===== src/hw/sad_pkg.sv =====
`default_nettype none

package sad_pkg;

    localparam int REF_SAMPLES = 32;     // window length
    localparam int SAMPLE_BITS = 8;
    localparam int SAD_BITS = 16;        // msb doubles as saturation flag
    localparam int PHASE_BITS = 5;
    localparam int COUNT_BITS = 16;

    // last window sample at adc_datain to trigger high
    localparam int TRIGGER_LATENCY = 9;

    localparam int REF_BYTES = REF_SAMPLES * SAMPLE_BITS / 8;
    localparam int REFEN_BYTES = REF_SAMPLES / 8;
    localparam int SAD_BYTES = SAD_BITS / 8;

    // cycles from phase zero at the feed to the first increment of a window
    localparam int START_OFFSET = 3;

    typedef logic [SAMPLE_BITS-1:0] sample_t;
    typedef logic [SAD_BITS-1:0]    sad_t;
    typedef logic [PHASE_BITS-1:0]  phase_t;
    typedef logic [REF_SAMPLES-1:0] lane_vec_t;

    localparam phase_t LAST_PHASE = phase_t'(REF_SAMPLES - 1);
    localparam lane_vec_t LANE_START_INIT = lane_vec_t'(1) << (REF_SAMPLES - START_OFFSET);

endpackage

`default_nettype wire


===== src/hw/sad_regs_pkg.sv =====
`default_nettype none

package sad_regs_pkg;

    localparam int BYTECNT_BITS = 7;
    localparam int REG_DATA_BITS = 8;

    // readback word widths, read out one byte at a time
    localparam int THRESHOLD_READ_BITS = 32;
    localparam int STATUS_BITS = 24;     // count, seven spare bits, triggered

    typedef logic [REG_DATA_BITS-1:0] reg_byte_t;

    typedef enum logic [7:0] {
        REG_REFERENCE         = 8'h00,
        REG_REFEN             = 8'h01,
        REG_THRESHOLD         = 8'h02,
        REG_STATUS            = 8'h03,  // any write clears it
        REG_MULTIPLE_TRIGGERS = 8'h04
    } sad_reg_addr_e;

endpackage

`default_nettype wire


===== src/hw/sad_cfg_if.sv =====
`timescale 1ns/1ps
`default_nettype none

// host settings, static while a capture runs
interface sad_cfg_if import sad_pkg::*; ();

    sample_t [REF_SAMPLES-1:0] refsamples;
    lane_vec_t                 refen;      // per position compare enable
    sad_t                      threshold;
    logic                      multiple_triggers;

    modport host   (output refsamples, refen, threshold, multiple_triggers);
    modport seq    (input refsamples, refen);
    modport lanes  (input threshold);
    modport status (input multiple_triggers);

endinterface

`default_nettype wire


===== src/hw/sad_reg_bank.sv =====
`timescale 1ns/1ps
`default_nettype none

module sad_reg_bank import sad_pkg::*, sad_regs_pkg::*; (
    input  logic                    adc_sampleclk,
    input  logic                    reset,
    input  sad_reg_addr_e           reg_address,
    input  logic [BYTECNT_BITS-1:0] reg_bytecnt,
    input  reg_byte_t               reg_datai,
    input  logic                    reg_read,
    input  logic                    reg_write,
    output reg_byte_t               reg_datao,
    input  logic                    triggered,
    input  logic [COUNT_BITS-1:0]   trigger_count,
    output logic                    clear_status,
    sad_cfg_if.host                 cfg
);

    logic [THRESHOLD_READ_BITS-1:0] threshold_word;
    logic [STATUS_BITS-1:0]         status_word;

    assign threshold_word = {{(THRESHOLD_READ_BITS - SAD_BITS){1'b0}}, cfg.threshold};
    assign status_word = {trigger_count, 7'b0, triggered};

    always_ff @(posedge adc_sampleclk) begin
        if (reset) begin
            cfg.refsamples <= '0;
            cfg.refen <= '1;                 // every position compared
            cfg.threshold <= '0;
            cfg.multiple_triggers <= 1'b0;
            clear_status <= 1'b0;
        end else begin
            clear_status <= reg_write && (reg_address == REG_STATUS);
            if (reg_write) begin
                case (reg_address)
                    REG_REFERENCE: begin
                        if (reg_bytecnt < REF_BYTES)
                            cfg.refsamples[reg_bytecnt[PHASE_BITS-1:0]] <= reg_datai;
                    end
                    REG_REFEN: begin
                        if (reg_bytecnt < REFEN_BYTES)
                            cfg.refen[reg_bytecnt*8 +: 8] <= reg_datai;
                    end
                    REG_THRESHOLD: begin
                        if (reg_bytecnt < SAD_BYTES)
                            cfg.threshold[reg_bytecnt*8 +: 8] <= reg_datai;
                    end
                    REG_MULTIPLE_TRIGGERS: cfg.multiple_triggers <= reg_datai[0];
                    default: ;
                endcase
            end
        end
    end

    // readback, zero outside the valid byte range
    always_comb begin
        reg_datao = '0;
        if (reg_read) begin
            case (reg_address)
                REG_REFERENCE: begin
                    if (reg_bytecnt < REF_BYTES)
                        reg_datao = cfg.refsamples[reg_bytecnt[PHASE_BITS-1:0]];
                end
                REG_REFEN: begin
                    if (reg_bytecnt < REFEN_BYTES)
                        reg_datao = cfg.refen[reg_bytecnt*8 +: 8];
                end
                REG_THRESHOLD: begin
                    if (reg_bytecnt < THRESHOLD_READ_BITS / 8)
                        reg_datao = threshold_word[reg_bytecnt*8 +: 8];
                end
                REG_STATUS: begin
                    if (reg_bytecnt < STATUS_BITS / 8)
                        reg_datao = status_word[reg_bytecnt*8 +: 8];
                end
                REG_MULTIPLE_TRIGGERS: reg_datao = reg_byte_t'(cfg.multiple_triggers);
                default: ;
            endcase
        end
    end

endmodule

`default_nettype wire


===== src/flat_wrapper.sv =====
// flat-port wrapper written by rule: the top's interface ports become plain ports
module sad_reg_bank_flat import sad_pkg::*, sad_regs_pkg::*;
  (adc_sampleclk, reset, reg_address, reg_bytecnt, reg_datai, reg_read, reg_write, reg_datao, triggered, trigger_count, clear_status, cfg_refsamples, cfg_refen, cfg_threshold, cfg_multiple_triggers);
  sad_cfg_if cfg_i ();
  input  logic adc_sampleclk;
  input  logic reset;
  input  sad_reg_addr_e reg_address;
  input  logic [BYTECNT_BITS-1:0] reg_bytecnt;
  input  reg_byte_t reg_datai;
  input  logic reg_read;
  input  logic reg_write;
  output reg_byte_t reg_datao;
  input  logic triggered;
  input  logic [COUNT_BITS-1:0] trigger_count;
  output logic clear_status;
  output wire logic [$bits(cfg_i.refsamples)-1:0] cfg_refsamples;
  output wire logic [$bits(cfg_i.refen)-1:0] cfg_refen;
  output wire logic [$bits(cfg_i.threshold)-1:0] cfg_threshold;
  output wire logic [$bits(cfg_i.multiple_triggers)-1:0] cfg_multiple_triggers;
  assign cfg_refsamples = cfg_i.refsamples;
  assign cfg_refen = cfg_i.refen;
  assign cfg_threshold = cfg_i.threshold;
  assign cfg_multiple_triggers = cfg_i.multiple_triggers;
  sad_reg_bank u_core (.adc_sampleclk(adc_sampleclk), .reset(reset), .reg_address(reg_address), .reg_bytecnt(reg_bytecnt), .reg_datai(reg_datai), .reg_read(reg_read), .reg_write(reg_write), .reg_datao(reg_datao), .triggered(triggered), .trigger_count(trigger_count), .clear_status(clear_status), .cfg(cfg_i));
endmodule

===== config.mk =====
export PLATFORM = sky130hd
export DESIGN_NAME = sad_reg_bank_flat
export DESIGN_NICKNAME = d
export VERILOG_FILES = /design/src/hw/sad_pkg.sv /design/src/hw/sad_regs_pkg.sv /design/src/hw/sad_cfg_if.sv /design/src/hw/sad_reg_bank.sv /design/src/flat_wrapper.sv
export SDC_FILE = /design/constraint.sdc
export NUM_CORES = 1
export LEC_CHECK = 0
export BUFFER_PORTS_ARGS = -buffer_cell sky130_fd_sc_hd__buf_2
export CAP_MARGIN = 20
export CORE_MARGIN = 3
export CORE_UTILIZATION = 30
export DETAILED_ROUTE_END_ITERATION = 16
export GPL_TIMING_DRIVEN = 0
export MAX_ROUTING_LAYER = met4
export SYNTH_ARGS = -nofsm -noshare
export SYNTH_HDL_FRONTEND = slang
export SYNTH_SLANG_ARGS = --single-unit

===== constraint.sdc =====
create_clock -name adc_sampleclk -period 4.6 [get_ports adc_sampleclk]
set_clock_uncertainty 0.05 [all_clocks]
set_input_delay 0 -clock adc_sampleclk [delete_from_list [all_inputs] [get_ports adc_sampleclk]]
set_output_delay 0 -clock adc_sampleclk [all_outputs]
set_load 0.03 [all_outputs]

==> flow_results.org, run 1 <==
** Power
- The share of total power dissipated in the clock network is 0.487.
- Power per standard cell area :: 330 nW/µm²
- Leakage power figure :: 9.07 nW
- The internal portion of the total power is 4.46 mW.
- Of the total power, combinational logic draws 0.067.
- Sw Share :: 0.251
- Peak ir drop on the vdd network :: 0.000198 V
- Proportion of power drawn by flip-flops and latches :: 0.446
- Summed over all nets, the switching power comes to 1.49 mW.

** Setup path
- Delay contributed by the slowest stage of the critical path :: 0.46 ns
- Data on the critical path arrives at its endpoint at 4.67 ns.
- CP required :: 4.98 ns
- Number of cell instances on the worst register-to-register path :: 2
- The worst setup path is launched from an input port.
- In this run the critical register-to-register path is launched from u_core.cfg.refen[0].
- Critical Path Stages :: 16
- Largest driver fanout on the critical path :: 11
- Critical path launch point :: reg_bytecnt[0]
- The number of buffers and inverters on the critical path is 7.
- Cell mode on critical path :: sky130_fd_sc_hd__buf_2
- The worst setup path is of the input port to register kind.
- The signal on the critical path passes through buf_2 -> buf_2 -> buf_2 -> buf_4 -> inv_1 -> clkbuf_1 -> ha_1 -> nand2_1 -> nor2_1 -> ha_1 -> nand2_1 -> mux2i_1 -> nor4b_2 -> nand4_1 -> clkbuf_1 -> a211o_1.
- The worst register-to-register path ends at u_core.cfg.refen[0].
- Worst setup endpoint :: u_core.cfg.refen[30]
- Crit-path leading delay family :: buffers and inverters
- In this run the register-to-register setup slack is 3.59 ns.
- Critical Path Slowest Stage Cell :: sky130_fd_sc_hd__buf_2
- Endpoint class of the critical path :: register

** Place
- Pre-CTS WS :: -0.699 ns
- During placement, the flow inserted port buffers numbering 348.
- At the end of routability-driven placement, the weighted congestion stood at 1.06.
- The HPWL after detailed placement is 54800 µm.
- The placed instances occupy a cell area of 16700 µm².

** Timing
- In this run the tightest slew margin relative to its limit is 0.229.
- Final worst-path cycle share :: 0.932
- Derived from the worst setup path, the maximum achievable clock frequency is 0.233 GHz.
- Worst Setup Slack, final :: 0.313 ns
- Min cycle time layout :: 4.29 ns
- Setup repair after global routing left no endpoint under its margin.
- At the pin with the least slew margin, the transition time is 1.16 ns.
- Final Hold Fails :: 0
- The final max-slew violation count was 0.
- Setup violations remaining at the end of the flow were counted as 0.

** Cells and area
- Final std cell area, no fill :: 18000 µm²
- Fraction of final layout cells sized beyond drive strength 1 :: 0.262
- Filler cell count in the final layout :: 4853
- Net total in the final layout :: 1924
- Relative to the synthesized area, the layout overhead comes to 27.1%.

** Yosys
- For this run, the leading register cell type out of synthesis is sky130_fd_sc_hd__dfxtp_1.
- Most frequent cell after synthesis :: sky130_fd_sc_hd__mux2i_1
- Counting flops with a built-in enable in the synthesized netlist gives 0.
- Number of library cell types mapped by synthesis :: 59
- After synthesis, the share of flip-flops with an asynchronous set or reset is 0.
- For this run, the register share of the synthesized area comes to 0.432.
- Portion of synthesized cell area occupied by the leading cell type :: 0.432
- Synthesized Nets :: 1526
- After synthesis the cells add up to 14200 µm².
- Summed over all instances, the cell type with the most area after synthesis is sky130_fd_sc_hd__dfxtp_1.
- Ranked by instance count, the synthesized netlist is headed by sky130_fd_sc_hd__mux2i_1, sky130_fd_sc_hd__dfxtp_1, sky130_fd_sc_hd__nor2_1.
- Total of flip-flops plus latches after synthesis :: 306
- Number of warning messages in the yosys log :: 0
- Cells after Synth :: 1477
- Avg Inst Size Synth :: 9.59 µm²
- Synth area leaders :: sky130_fd_sc_hd__dfxtp_1, sky130_fd_sc_hd__mux2i_1, sky130_fd_sc_hd__nor2_1

** Route
- Number of nets with antenna violations after routing :: 0
- The detailed router finished its first iteration with 1341 violations.
- After detailed routing, the average wire length per cell comes to 28.5 µm.
- Total iterations of the first detailed-routing run :: 6
- The routed layout has 13.8k vias.
- DRC :: 0
- Summed over all layers, the routed wires come to 71500 µm.
- Via/cell ratio :: 5.51

** Flow run
- Count of maximum capacitance violations :: 0

** Clock tree
- Number of buffers created by CTS :: 36
- Clock input transition at the sequential cells of the worst setup and hold paths :: 0.06 ns
- Sink Count :: 306
- The clock passes through at most 3 buffers.
- The cell sitting at the root of the clock tree is a sky130_fd_sc_hd__clkbuf_16.
- Worst-skew pair later-pin latency :: 0.54 ns
- Clock tree from TritonCTS :: done
- Max H-tree Level :: 2

** Global routing
- Global-route wire length before repair :: 98800 µm
- The via count of the first global-routing pass is 13.4k.
- All-layer global routing usage :: 0.284
- Entering global routing, the biggest net connects 14 pins.
- Number of antenna violations at the first check in global routing :: 2
- Summed over all layers, the global routing overflow is 0.

** Die
- Core box area :: 46700 µm²
- After floorplanning, the core was divided into 79 placement rows.
- Chip height :: 223 µm
- Number of I/O pins :: 358
- The initial utilization of the core area, before any placement, comes to 0.304.
- The floorplan step defined a die boundary enclosing 49900 µm².
- Overall die width :: 223 µm

** Run status
- Outcome :: finished clean

** Worst hold path
- The worst hold path belongs to the class input port to register.
- The startpoint identified for the worst hold timing path is reg_datai[6].
==> layout make-up <==
type,instances,area [µm²],share of cell area
diodes,2,5.00,0.000278
plain buffers,120,502,0.0279
clock buffers,50,1080,0.0602
clock inverters,15,118,0.00653
inverters,11,41.3,0.00229
multi-input cells,1040,7520,0.417
flip-flops and latches,306,6130,0.340
well taps,607,759,0.0422
repair buffers,360,1860,0.103
==> power by group through the flow <==
stage                     registers (mW)  clock network [mW]  logic, mW
final                               2.65                2.90      0.400
after global routing                2.65                3.02      0.412
after CTS                           2.65                2.93      0.388
after detailed placement            2.71                   0      0.381
after global placement              2.71                   0      0.380
after floorplan                     2.71                   0      0.201
==> state kept, by name (all words and copies together) (netlist names) <==
register and cells:
u_core.cfg.multiple_triggers 1, u_core.cfg.threshold 16, u_core.cfg.refen 32, u_core.cfg.refsamples 256
u_core.clear_status 1
==> kinds of logic after synthesis <==
family / count (synthesis) / share of synthesized area
adder cells (fa/ha/maj): 5 / 0.00441
multiplexers: 363 / 0.286
flip-flops: 306 / 0.432
buffers and inverters: 131 / 0.0378
AO/OA/AOI/OAI: 156 / 0.0799
XOR/XNOR: 3 / 0.00185
AND/OR/NAND/NOR: 513 / 0.158
==> worst register-to-register path, cell delays in order, from the launching register on <==
cell                      delay [ns]
sky130_fd_sc_hd__dfxtp_1        0.37
sky130_fd_sc_hd__nor2b_1        0.16
sky130_fd_sc_hd__a311o_1        0.32
==> metrics by stage <==
stage	instances	hold slack, ns	utilization	TNS, ns	power, mW
after floorplan	1477	0.0993	-	0	2.91
after global placement	2432	0.269	0.357	-14.99	3.09
after detailed placement	2432	0.269	0.357	-15.13	3.09
after CTS	2509	0.0147	0.386	0	5.97
after global routing	2511	0.0664	0.386	0	6.08
final	2511	0.0152	0.386	0	5.95
==> layout by cell type (no fill, tap or decap), types with 13 or more instances in the layout <==
cell type / synthesis / final
sky130_fd_sc_hd__buf_2: 23 / 371
sky130_fd_sc_hd__mux2i_1: 314 / 314
sky130_fd_sc_hd__dfxtp_1: 306 / 306
sky130_fd_sc_hd__nor2_1: 291 / 291
sky130_fd_sc_hd__nand2_1: 92 / 92
sky130_fd_sc_hd__clkbuf_1: 87 / 89
sky130_fd_sc_hd__nand3_1: 45 / 45
sky130_fd_sc_hd__a21oi_1: 44 / 44
sky130_fd_sc_hd__clkbuf_16: 0 / 37
sky130_fd_sc_hd__mux4_2: 32 / 32
sky130_fd_sc_hd__nand2b_1: 17 / 17
sky130_fd_sc_hd__mux2_2: 17 / 17
sky130_fd_sc_hd__o22ai_1: 16 / 16
sky130_fd_sc_hd__a211o_1: 16 / 16
sky130_fd_sc_hd__nor2b_1: 13 / 13
==> routing by layer <==
layer / routed length, µm / global-route usage / vias to the layer above
met5: 0 / - / -
met4: 2950 / 0.115 / 0
met3: 6660 / 0.0614 / 147
met2: 32500 / 0.447 / 807
met1: 29400 / 0.355 / 6838
li1: - / - / 6044
==> worst min path at each step <==
stage | to | depth (start not counted) | slack, ns
6_report | u_core.cfg.refsamples[38] | 3 | 0.02
5_1_grt | u_core.cfg.refsamples[61] | 3 | 0.07
4_1_cts | u_core.cfg.refsamples[38] | 3 | 0.01
3_5_place_dp | u_core.clear_status | 3 | 0.27
3_3_place_gp | u_core.clear_status | 3 | 0.27
2_1_floorplan | u_core.clear_status | 2 | 0.1
==> repair_timing <==
action,CTS,global route
hold buffers,11,0
pin swaps,1,1
hold endpoints to repair,28,0
resized for setup,2,1
setup buffers,1,0
setup endpoints to repair,16,14
Note: power is estimated with default switching activity, not from simulation.
==> run 2: changes to the inputs <==
--- a/config.mk
+++ b/config.mk
@@ -5,11 +5,11 @@
 export SDC_FILE = /design/constraint.sdc
 export NUM_CORES = 1
 export LEC_CHECK = 0
-export BUFFER_PORTS_ARGS = -buffer_cell sky130_fd_sc_hd__buf_2
 export CAP_MARGIN = 20
 export CORE_MARGIN = 3
 export CORE_UTILIZATION = 30
 export DETAILED_ROUTE_END_ITERATION = 16
+export DONT_BUFFER_PORTS = 1
 export GPL_TIMING_DRIVEN = 0
 export MAX_ROUTING_LAYER = met4
 export SYNTH_ARGS = -nofsm -noshare
==> run 2 against run 1 <==
Core utilization decreased by 3.9 points; sequential share of layout area increased by 3.8 points; cell area decreased by 10%; count of clock-buffer cells in the layout increased by 1; critical path depth fell by 1; via count shrank 11%; wire length down 0.92%; first-iteration DRC count down 8.1%; maximum frequency up 3.5%; register-to-register slack got worse by 0.14 ns; cell count is 14% lower; global-route usage shrank 0.22 points; critical path type unchanged.
==> flow_results.org, run 2 (synthesis gave the netlist of run 1 again) <==
** Run status
- The run finished with clean final reports.

** Die
- Die Area :: 49900 µm²
- Standard-cell rows :: 79
- Chip height :: 223 µm
- The die is 223 µm wide.
- For this configuration, the core starts out at a cell density of 0.304.
- Number of I/O pins :: 358
- The total area inside the core boundary comes to 46700 µm².

** Timing
- For the pin with the worst max-slew slack, the measured transition is 1.09 ns.
- Hold timing on the final database bottoms out at a slack of 0.0265 ns.
- The number of endpoints with negative hold slack in the final report came to 0.
- Setup violations remaining at the end of the flow were counted as 0.
- Headroom to the max-slew limit came out at 0.271.
- Of the available clock period, the critical path in the final layout requires 0.900.
- Timing would allow up to 0.241 GHz.
- Max Transition Viols Final :: 0
- Setup repair after global routing left no endpoint under its margin.
- For the finished layout, the period the worst path requires is 4.14 ns.
- Worst Setup Slack, final :: 0.458 ns

** Cells and area
- Of the cells placed in the final design, the portion with a size suffix greater than 1 is 0.0903.
- The largest registers in the layout are u_core.cfg.refsamples: 256 flops, u_core.cfg.refen: 32 flops, u_core.cfg.threshold: 16 flops.
- Antenna cell count :: 0
- Net total in the final layout :: 1575
- Flip-flop count of the largest register after layout :: 256
- Util after Layout :: 0.347
- Most frequent cells in the layout :: sky130_fd_sc_hd__mux2i_1, sky130_fd_sc_hd__dfxtp_1, sky130_fd_sc_hd__nor2_1
- The finished cells cover 16200 µm².
- Signed area change from the synthesized netlist to the final layout :: 14.3%
- Leaving out fill and tap cells, the most frequent cell in the layout is sky130_fd_sc_hd__mux2i_1.
- Reg with most FFs :: u_core.cfg.refsamples

** Route
- Number of DRC markers after the initial detailed-route iteration :: 1232
- In the routed design, unresolved DRC markers number 0.
- Final wirelength :: 70800 µm
- Number of nets with antenna violations after routing :: 0
- For this block, the via count after detailed routing is 12.4k.
- Via/cell ratio :: 5.73
- Dividing the detail-routed wire length by the instance count gives 32.8 µm.
- Total iterations of the first detailed-routing run :: 5

** Setup path
- The slowest stage of the critical path belongs to the cell sky130_fd_sc_hd__buf_2.
- The worst register-to-register path has a depth of 2.
- The worst setup path is of the input port to register kind.
- The critical path runs through a total of 15 cells.
- Largest driver fanout on the critical path :: 11
- For this run, the slowest stage of the critical path takes 0.48 ns.
- Endpoint of the lowest-slack register-to-register path :: u_core.cfg.refen[2]
- Number of buffer and inverter stages on the critical path :: 6
- Walking the worst path, the cells encountered are buf_2 -> buf_2 -> buf_4 -> inv_1 -> clkbuf_1 -> ha_1 -> nand2_1 -> nor2_1 -> ha_1 -> nand2_1 -> mux2i_1 -> nor4b_2 -> nand4_1 -> clkbuf_1 -> a211o_1.
- The most critical setup path has its startpoint at reg_bytecnt[0].
- Critical Path Start Type :: input port
- Among cell families on the critical path, the largest total delay comes from buffers and inverters.
- Endpoint class of the critical path :: register
- CP required :: 4.98 ns
- Reg-to-reg critical path startpoint :: u_core.cfg.refen[2]
- Worst setup endpoint :: u_core.cfg.refen[8]
- In this run the register-to-register setup slack is 3.45 ns.
- For the worst setup path, the data arrival time is 4.52 ns.

** Power
- Of the total power, combinational logic draws 0.064.
- Peak ir drop on the vdd network :: 0.000232 V
- Of the total power, the share spent switching nets is 0.249.
- For this design the total switching power over the nets is 1.46 mW.
- Internal power summed over all cells :: 4.41 mW
- Of the total power, registers draw 0.451.
- Leakage power figure :: 7.24 nW
- Of the total power, the clock network draws 0.485.
- Power comes to 5.88 mW.
- In this run the power density over the cells is 363 nW/µm².

** Place
- Port buffering added 0 buffers.
- Pre-CTS WS :: -0.371 ns
- Post-detail-place hpwl :: 54200 µm
- Summing all placed instances gives a cell area of 14900 µm².
- Routability-driven placement finished with a final weighted congestion of 1.02.

** Global routing
- All-layer global routing usage :: 0.281
- The number of antenna violations at the first check in global routing came to 0.
- The total overflow left after global routing is 0.
- The via count of the first global-routing pass was 11.8k.
- Global-route wire length before repair :: 96100 µm
- Maximum number of pins on one net before global-route repair :: 13

** Clock tree
- The later pin in the worst-skew pair is clocked with a latency of 0.55 ns.
- Counting along the longest clock path gives a buffer depth of 3.
- TritonCTS built the clock tree.
- Sink Count :: 306
- The number of setup buffers added after CTS is 0.
- Root buffer selected by CTS :: sky130_fd_sc_hd__clkbuf_16
- Clock-pin slew was measured on the worst setup and hold paths at 0.06 ns.
- The number of clock buffers added by TritonCTS is 36.
- The H-tree was split into 2 levels.

** Flow run
- The tool flagged a number of max-cap violations equal to 0.

** Worst hold path
- The worst hold path passes through 3 cells.
- Hold/Removal Path Class :: input port to register
-- run 2: final cells by class --
class	count	area [µm²]
Fill cell	4833	30500
Multi-Input combinational cell	1040	7520
Sequential cell	306	6130
Clock buffer	51	1030
Tap cell	607	759
Buffer	120	495
Clock inverter	12	124
Timing Repair Buffer	11	110
Inverter	11	41.3
-- run 2: repair_timing --
item | in CTS | in global routing
gates resized for setup | 0 | 3
setup endpoints to repair | 0 | 16
hold endpoints to repair | 25 | 0
hold buffers | 11 | 0
-- run 2: power groups by stage --
| stage | registers (mW) | clock network (mW) | logic (mW) |
|---|---|---|---|
| final | 2.65 | 2.85 | 0.376 |
| after global routing | 2.65 | 2.96 | 0.385 |
| after CTS | 2.65 | 2.87 | 0.365 |
| after detailed placement | 2.71 | 0 | 0.357 |
| after global placement | 2.71 | 0 | 0.357 |
| after floorplan | 2.71 | 0 | 0.201 |
-- run 2: metal layers --
| metal | wire [µm] | GRT usage | vias up |
|---|---|---|---|
| li1 | - | - | 5345 |
| met1 | 26700 | 0.322 | 6173 |
| met2 | 32800 | 0.447 | 740 |
| met3 | 8790 | 0.119 | 109 |
| met4 | 2480 | 0.0906 | 0 |
| met5 | 0 | - | - |
-- run 2: how the worst min path moves through the flow --
stage,start,to
2_1_floorplan,reg_address[0],u_core.clear_status
3_3_place_gp,reg_address[0],u_core.clear_status
3_5_place_dp,reg_address[0],u_core.clear_status
4_1_cts,reg_bytecnt[1],u_core.cfg.refen[3]
5_1_grt,reg_datai[5],u_core.cfg.refsamples[61]
6_report,reg_datai[1],u_core.cfg.refsamples[41]
-- run 2: tightest hold or removal path, delay by kind of cell --
kind	cells	cell delay [ns]
AND/OR/NAND/NOR	1	0.17
AO/OA/AOI/OAI	1	0.06
buffers and inverters	1	0.34
-- run 2: through the flow --
stage                     instances  setup TNS, ns
after floorplan                1477              0
after global placement         2084          -8.28
after detailed placement       2084          -6.94
after CTS                      2158              0
after global routing           2158              0
final                          2158              0
==> run 3: changes to the inputs <==
--- a/config.mk
+++ b/config.mk
@@ -6,6 +6,7 @@
 export NUM_CORES = 1
 export LEC_CHECK = 0
 export CAP_MARGIN = 20
+export CORE_ASPECT_RATIO = 1.1
 export CORE_MARGIN = 3
 export CORE_UTILIZATION = 30
 export DETAILED_ROUTE_END_ITERATION = 16
==> run 3 against run 2 <==
Sequential share of layout area shrank 0.26 points; maximum frequency is essentially flat; clock power grew 7.0%; core utilization grew 0.61 points; register-to-register slack gained 0.03 ns; total power grew 3.3%; worst setup slack is essentially flat; worst hold slack lost 0.0030 ns.
==> flow_results.org, run 3 (synthesis gave the netlist of run 1 again) <==
** Clock tree
- Sink Count :: 306
- CTS placed an instance of sky130_fd_sc_hd__clkbuf_16 at the clock tree root.
- CTS built an H-tree with a depth of 2.
- TritonCTS built the clock tree.
- Number of buffers created by CTS :: 36
- Buffers inserted during post-CTS setup optimization :: 0
- After clock tree synthesis, the clock-pin slew on the worst setup and hold paths is 0.06 ns.
- Counting along the longest clock path gives a buffer depth of 3.
- The later pin in the worst-skew pair is clocked with a latency of 0.55 ns.

** Global routing
- Entering global routing, the biggest net connects 14 pins.
- Met1 track utilization from global routing :: 0.324
- All-layer global routing usage :: 0.279
- For this run, global-route usage on met3 was measured as 0.110.
- Most used routing layer in global routing :: met2
- Number of antenna violations at the first check in global routing :: 0
- Vias in the first global route :: 11.9k
- Met2 demand-to-capacity share in global routing :: 0.438
- The total overflow left after global routing is 0.
- The first global-routing pass estimated 95400 µm of wire.

** Setup path
- Number of cell instances on the worst register-to-register path :: 2
- Critical Path Start Type :: input port
- Worst Path Class, Setup :: input port to register
- Worst setup endpoint :: u_core.cfg.refen[27]
- Largest driver fanout on the critical path :: 11
- For the worst setup path, the data arrival time is 4.53 ns.
- Data on the critical path is required at its endpoint by 4.99 ns.
- Reg-to-reg critical path startpoint :: u_core.cfg.refen[1]
- Endpoint class of the critical path :: register
- The endpoint identified for the worst register-to-register timing path is u_core.cfg.refen[1].
- Critical path launch point :: reg_bytecnt[0]
- Across all register-to-register paths, the minimum setup slack is 3.48 ns.

** Cells and area
- Util after Layout :: 0.353
- Ranked by flip-flop count, first place goes to u_core.cfg.refsamples.
- In the final layout, the share of cells above drive strength 1 is 0.0945.
- Flip-flop count of the largest register after layout :: 256
- At the end of the flow, the number of nets in the layout was 1579.
- The library cells used most frequently in the layout, excluding fill and tap cells, are sky130_fd_sc_hd__mux2i_1, sky130_fd_sc_hd__dfxtp_1, sky130_fd_sc_hd__nor2_1.
- Regs by FF count :: u_core.cfg.refsamples: 256 flops, u_core.cfg.refen: 32 flops, u_core.cfg.threshold: 16 flops
- Compared with the post-synthesis result, the final layout area differs by 15.1%.
- Leading cell type in the layout, fill and taps excluded :: sky130_fd_sc_hd__mux2i_1

** Worst hold path
- The tightest min-delay check is of the input port to register type.

** Timing
- Setup repair after global routing left no endpoint under its margin.
- For this run, the top clock speed supported by timing is 0.241 GHz.
- Tightest slew margin relative to the limit :: 0.229
- Final setup violating endpoints :: 0
- The smallest clock period supported by the final layout is computed as 4.14 ns.
- In the finished design, the share of the clock period the worst path needs comes to 0.900.
- For the pin with the worst max-slew slack, the measured transition is 1.15 ns.
- Minimum hold slack :: 0.0234 ns
- The final max-slew violation count was 0.
- Worst Setup Slack, final :: 0.458 ns
- Final Hold Fails :: 0
- Setup TNS :: 0 ns

** Route
- Number of nets with antenna violations after routing :: 0
- After detailed routing, the number of vias per cell comes to 5.88.
- Summing over every cut layer, the via total after detailed routing is 12.6k.
- After the first detailed-routing iteration, the DRC count stood at 1224.
- Final wirelength :: 70400 µm
- After detailed routing, the number of remaining DRC violations is 0.
- Dividing the detail-routed wire length by the instance count gives 32.8 µm.
- Total iterations of the first detailed-routing run :: 7

** Place
- Number of buffers inserted by port buffering :: 0
- Detailed placement ended at an HPWL of 54100 µm.
- At the placement stage, the worst setup path has a slack of -0.275 ns.
- Routability congestion estimate from global placement :: 0.985

** Power
- Of the total power, combinational logic draws 0.061.
- Power per standard cell area :: 372 nW/µm²
- Leakage power figure :: 7.31 nW
- IR analysis of the VDD net gives a maximum drop of 0.000300 V.
- Of the total power, the share spent switching nets is 0.248.
- Final Power :: 6.07 mW
- For this design the total switching power over the nets is 1.51 mW.
- The internal power of the cells totals 4.56 mW.
- Of the total power, registers draw 0.436.
- Clock network fraction of total power :: 0.503

** Die
- Overall die width :: 213 µm
- Chip height :: 234 µm
- Standard-cell rows :: 82
- The die covers 49900 µm².
- The initial utilization of the core area, before any placement, comes to 0.307.
- Core box area :: 46200 µm²
- Number of I/O pins :: 358

** Run status
- The flow ran to the end, and the final reports show no timing, DRC or antenna violations.

** Flow run
- Count of maximum capacitance violations :: 0
[run 3: metrics by stage]
step / instance area [µm²] / std cells
final: 16300 / 2146
after global routing: 16300 / 2144
after CTS: 16300 / 2142
after detailed placement: 14900 / 2066
after global placement: 14900 / 2065
after floorplan: 14200 / 1477
[run 3: how the worst min path moves through the flow]
stage | start | end | slack, ns | depth (start not counted)
after floorplan | reg_address[0] | u_core.clear_status | 0.1 | 2
after global placement | reg_address[0] | u_core.clear_status | 0.14 | 2
after detailed placement | reg_address[0] | u_core.clear_status | 0.14 | 2
after CTS | reg_bytecnt[5] | u_core.cfg.refen[2] | 0.003 | 6
after global routing | reg_datai[4] | u_core.cfg.refsamples[60] | 0.03 | 3
final | reg_datai[4] | u_core.cfg.refsamples[60] | 0.02 | 3
[run 3: area by class of cell]
type / instances / area, µm²
clock buffer: 49 / 1040
timing repair buffer: 15 / 154
antenna: 2 / 5.00
tap: 588 / 736
buffer: 120 / 494
clock inverter: 15 / 200
fill: 4719 / 29900
inverter: 11 / 41.3
sequential: 306 / 6130
multi-input combinational: 1040 / 7520
[run 3: routing by layer]
layer / wire length, µm / share of wire / vias up
li1: - / - / 5341
met1: 26000 / 0.37 / 6363
met2: 32300 / 0.46 / 783
met3: 9180 / 0.13 / 125
met4: 2900 / 0.041 / 0
met5: 0 / 0 / -
[run 3: timing repair]
| item | in CTS | in global routing |
|---|---|---|
| hold buffers | 12 | 0 |
| endpoints found under the hold margin | 24 | 0 |
| setup endpoints to repair | 0 | 7 |
| gates resized for setup | 0 | 1 |
[run 3: power groups by stage]
stage / Combinational [mW] / Clock, mW / Sequential (mW)
finish: 0.370 / 3.05 / 2.65
global route: 0.381 / 3.18 / 2.65
CTS: 0.357 / 3.07 / 2.65
detailed placement: 0.348 / 0 / 2.71
global placement: 0.347 / 0 / 2.71
floorplan: 0.201 / 0 / 2.71
[run 3: worst max-delay path, stage by stage]
cell	delay, ns
sky130_fd_sc_hd__buf_2	0.39
sky130_fd_sc_hd__buf_2	0.51
sky130_fd_sc_hd__buf_4	0.41
sky130_fd_sc_hd__inv_1	0.09
sky130_fd_sc_hd__clkbuf_1	0.30
sky130_fd_sc_hd__ha_1	0.40
sky130_fd_sc_hd__nand2_1	0.15
sky130_fd_sc_hd__nor2_1	0.06
sky130_fd_sc_hd__ha_1	0.38
sky130_fd_sc_hd__nand2_1	0.08
sky130_fd_sc_hd__mux2i_1	0.18
sky130_fd_sc_hd__nor4b_2	0.42
sky130_fd_sc_hd__nand4_1	0.43
sky130_fd_sc_hd__clkbuf_1	0.36
sky130_fd_sc_hd__a211o_1	0.35
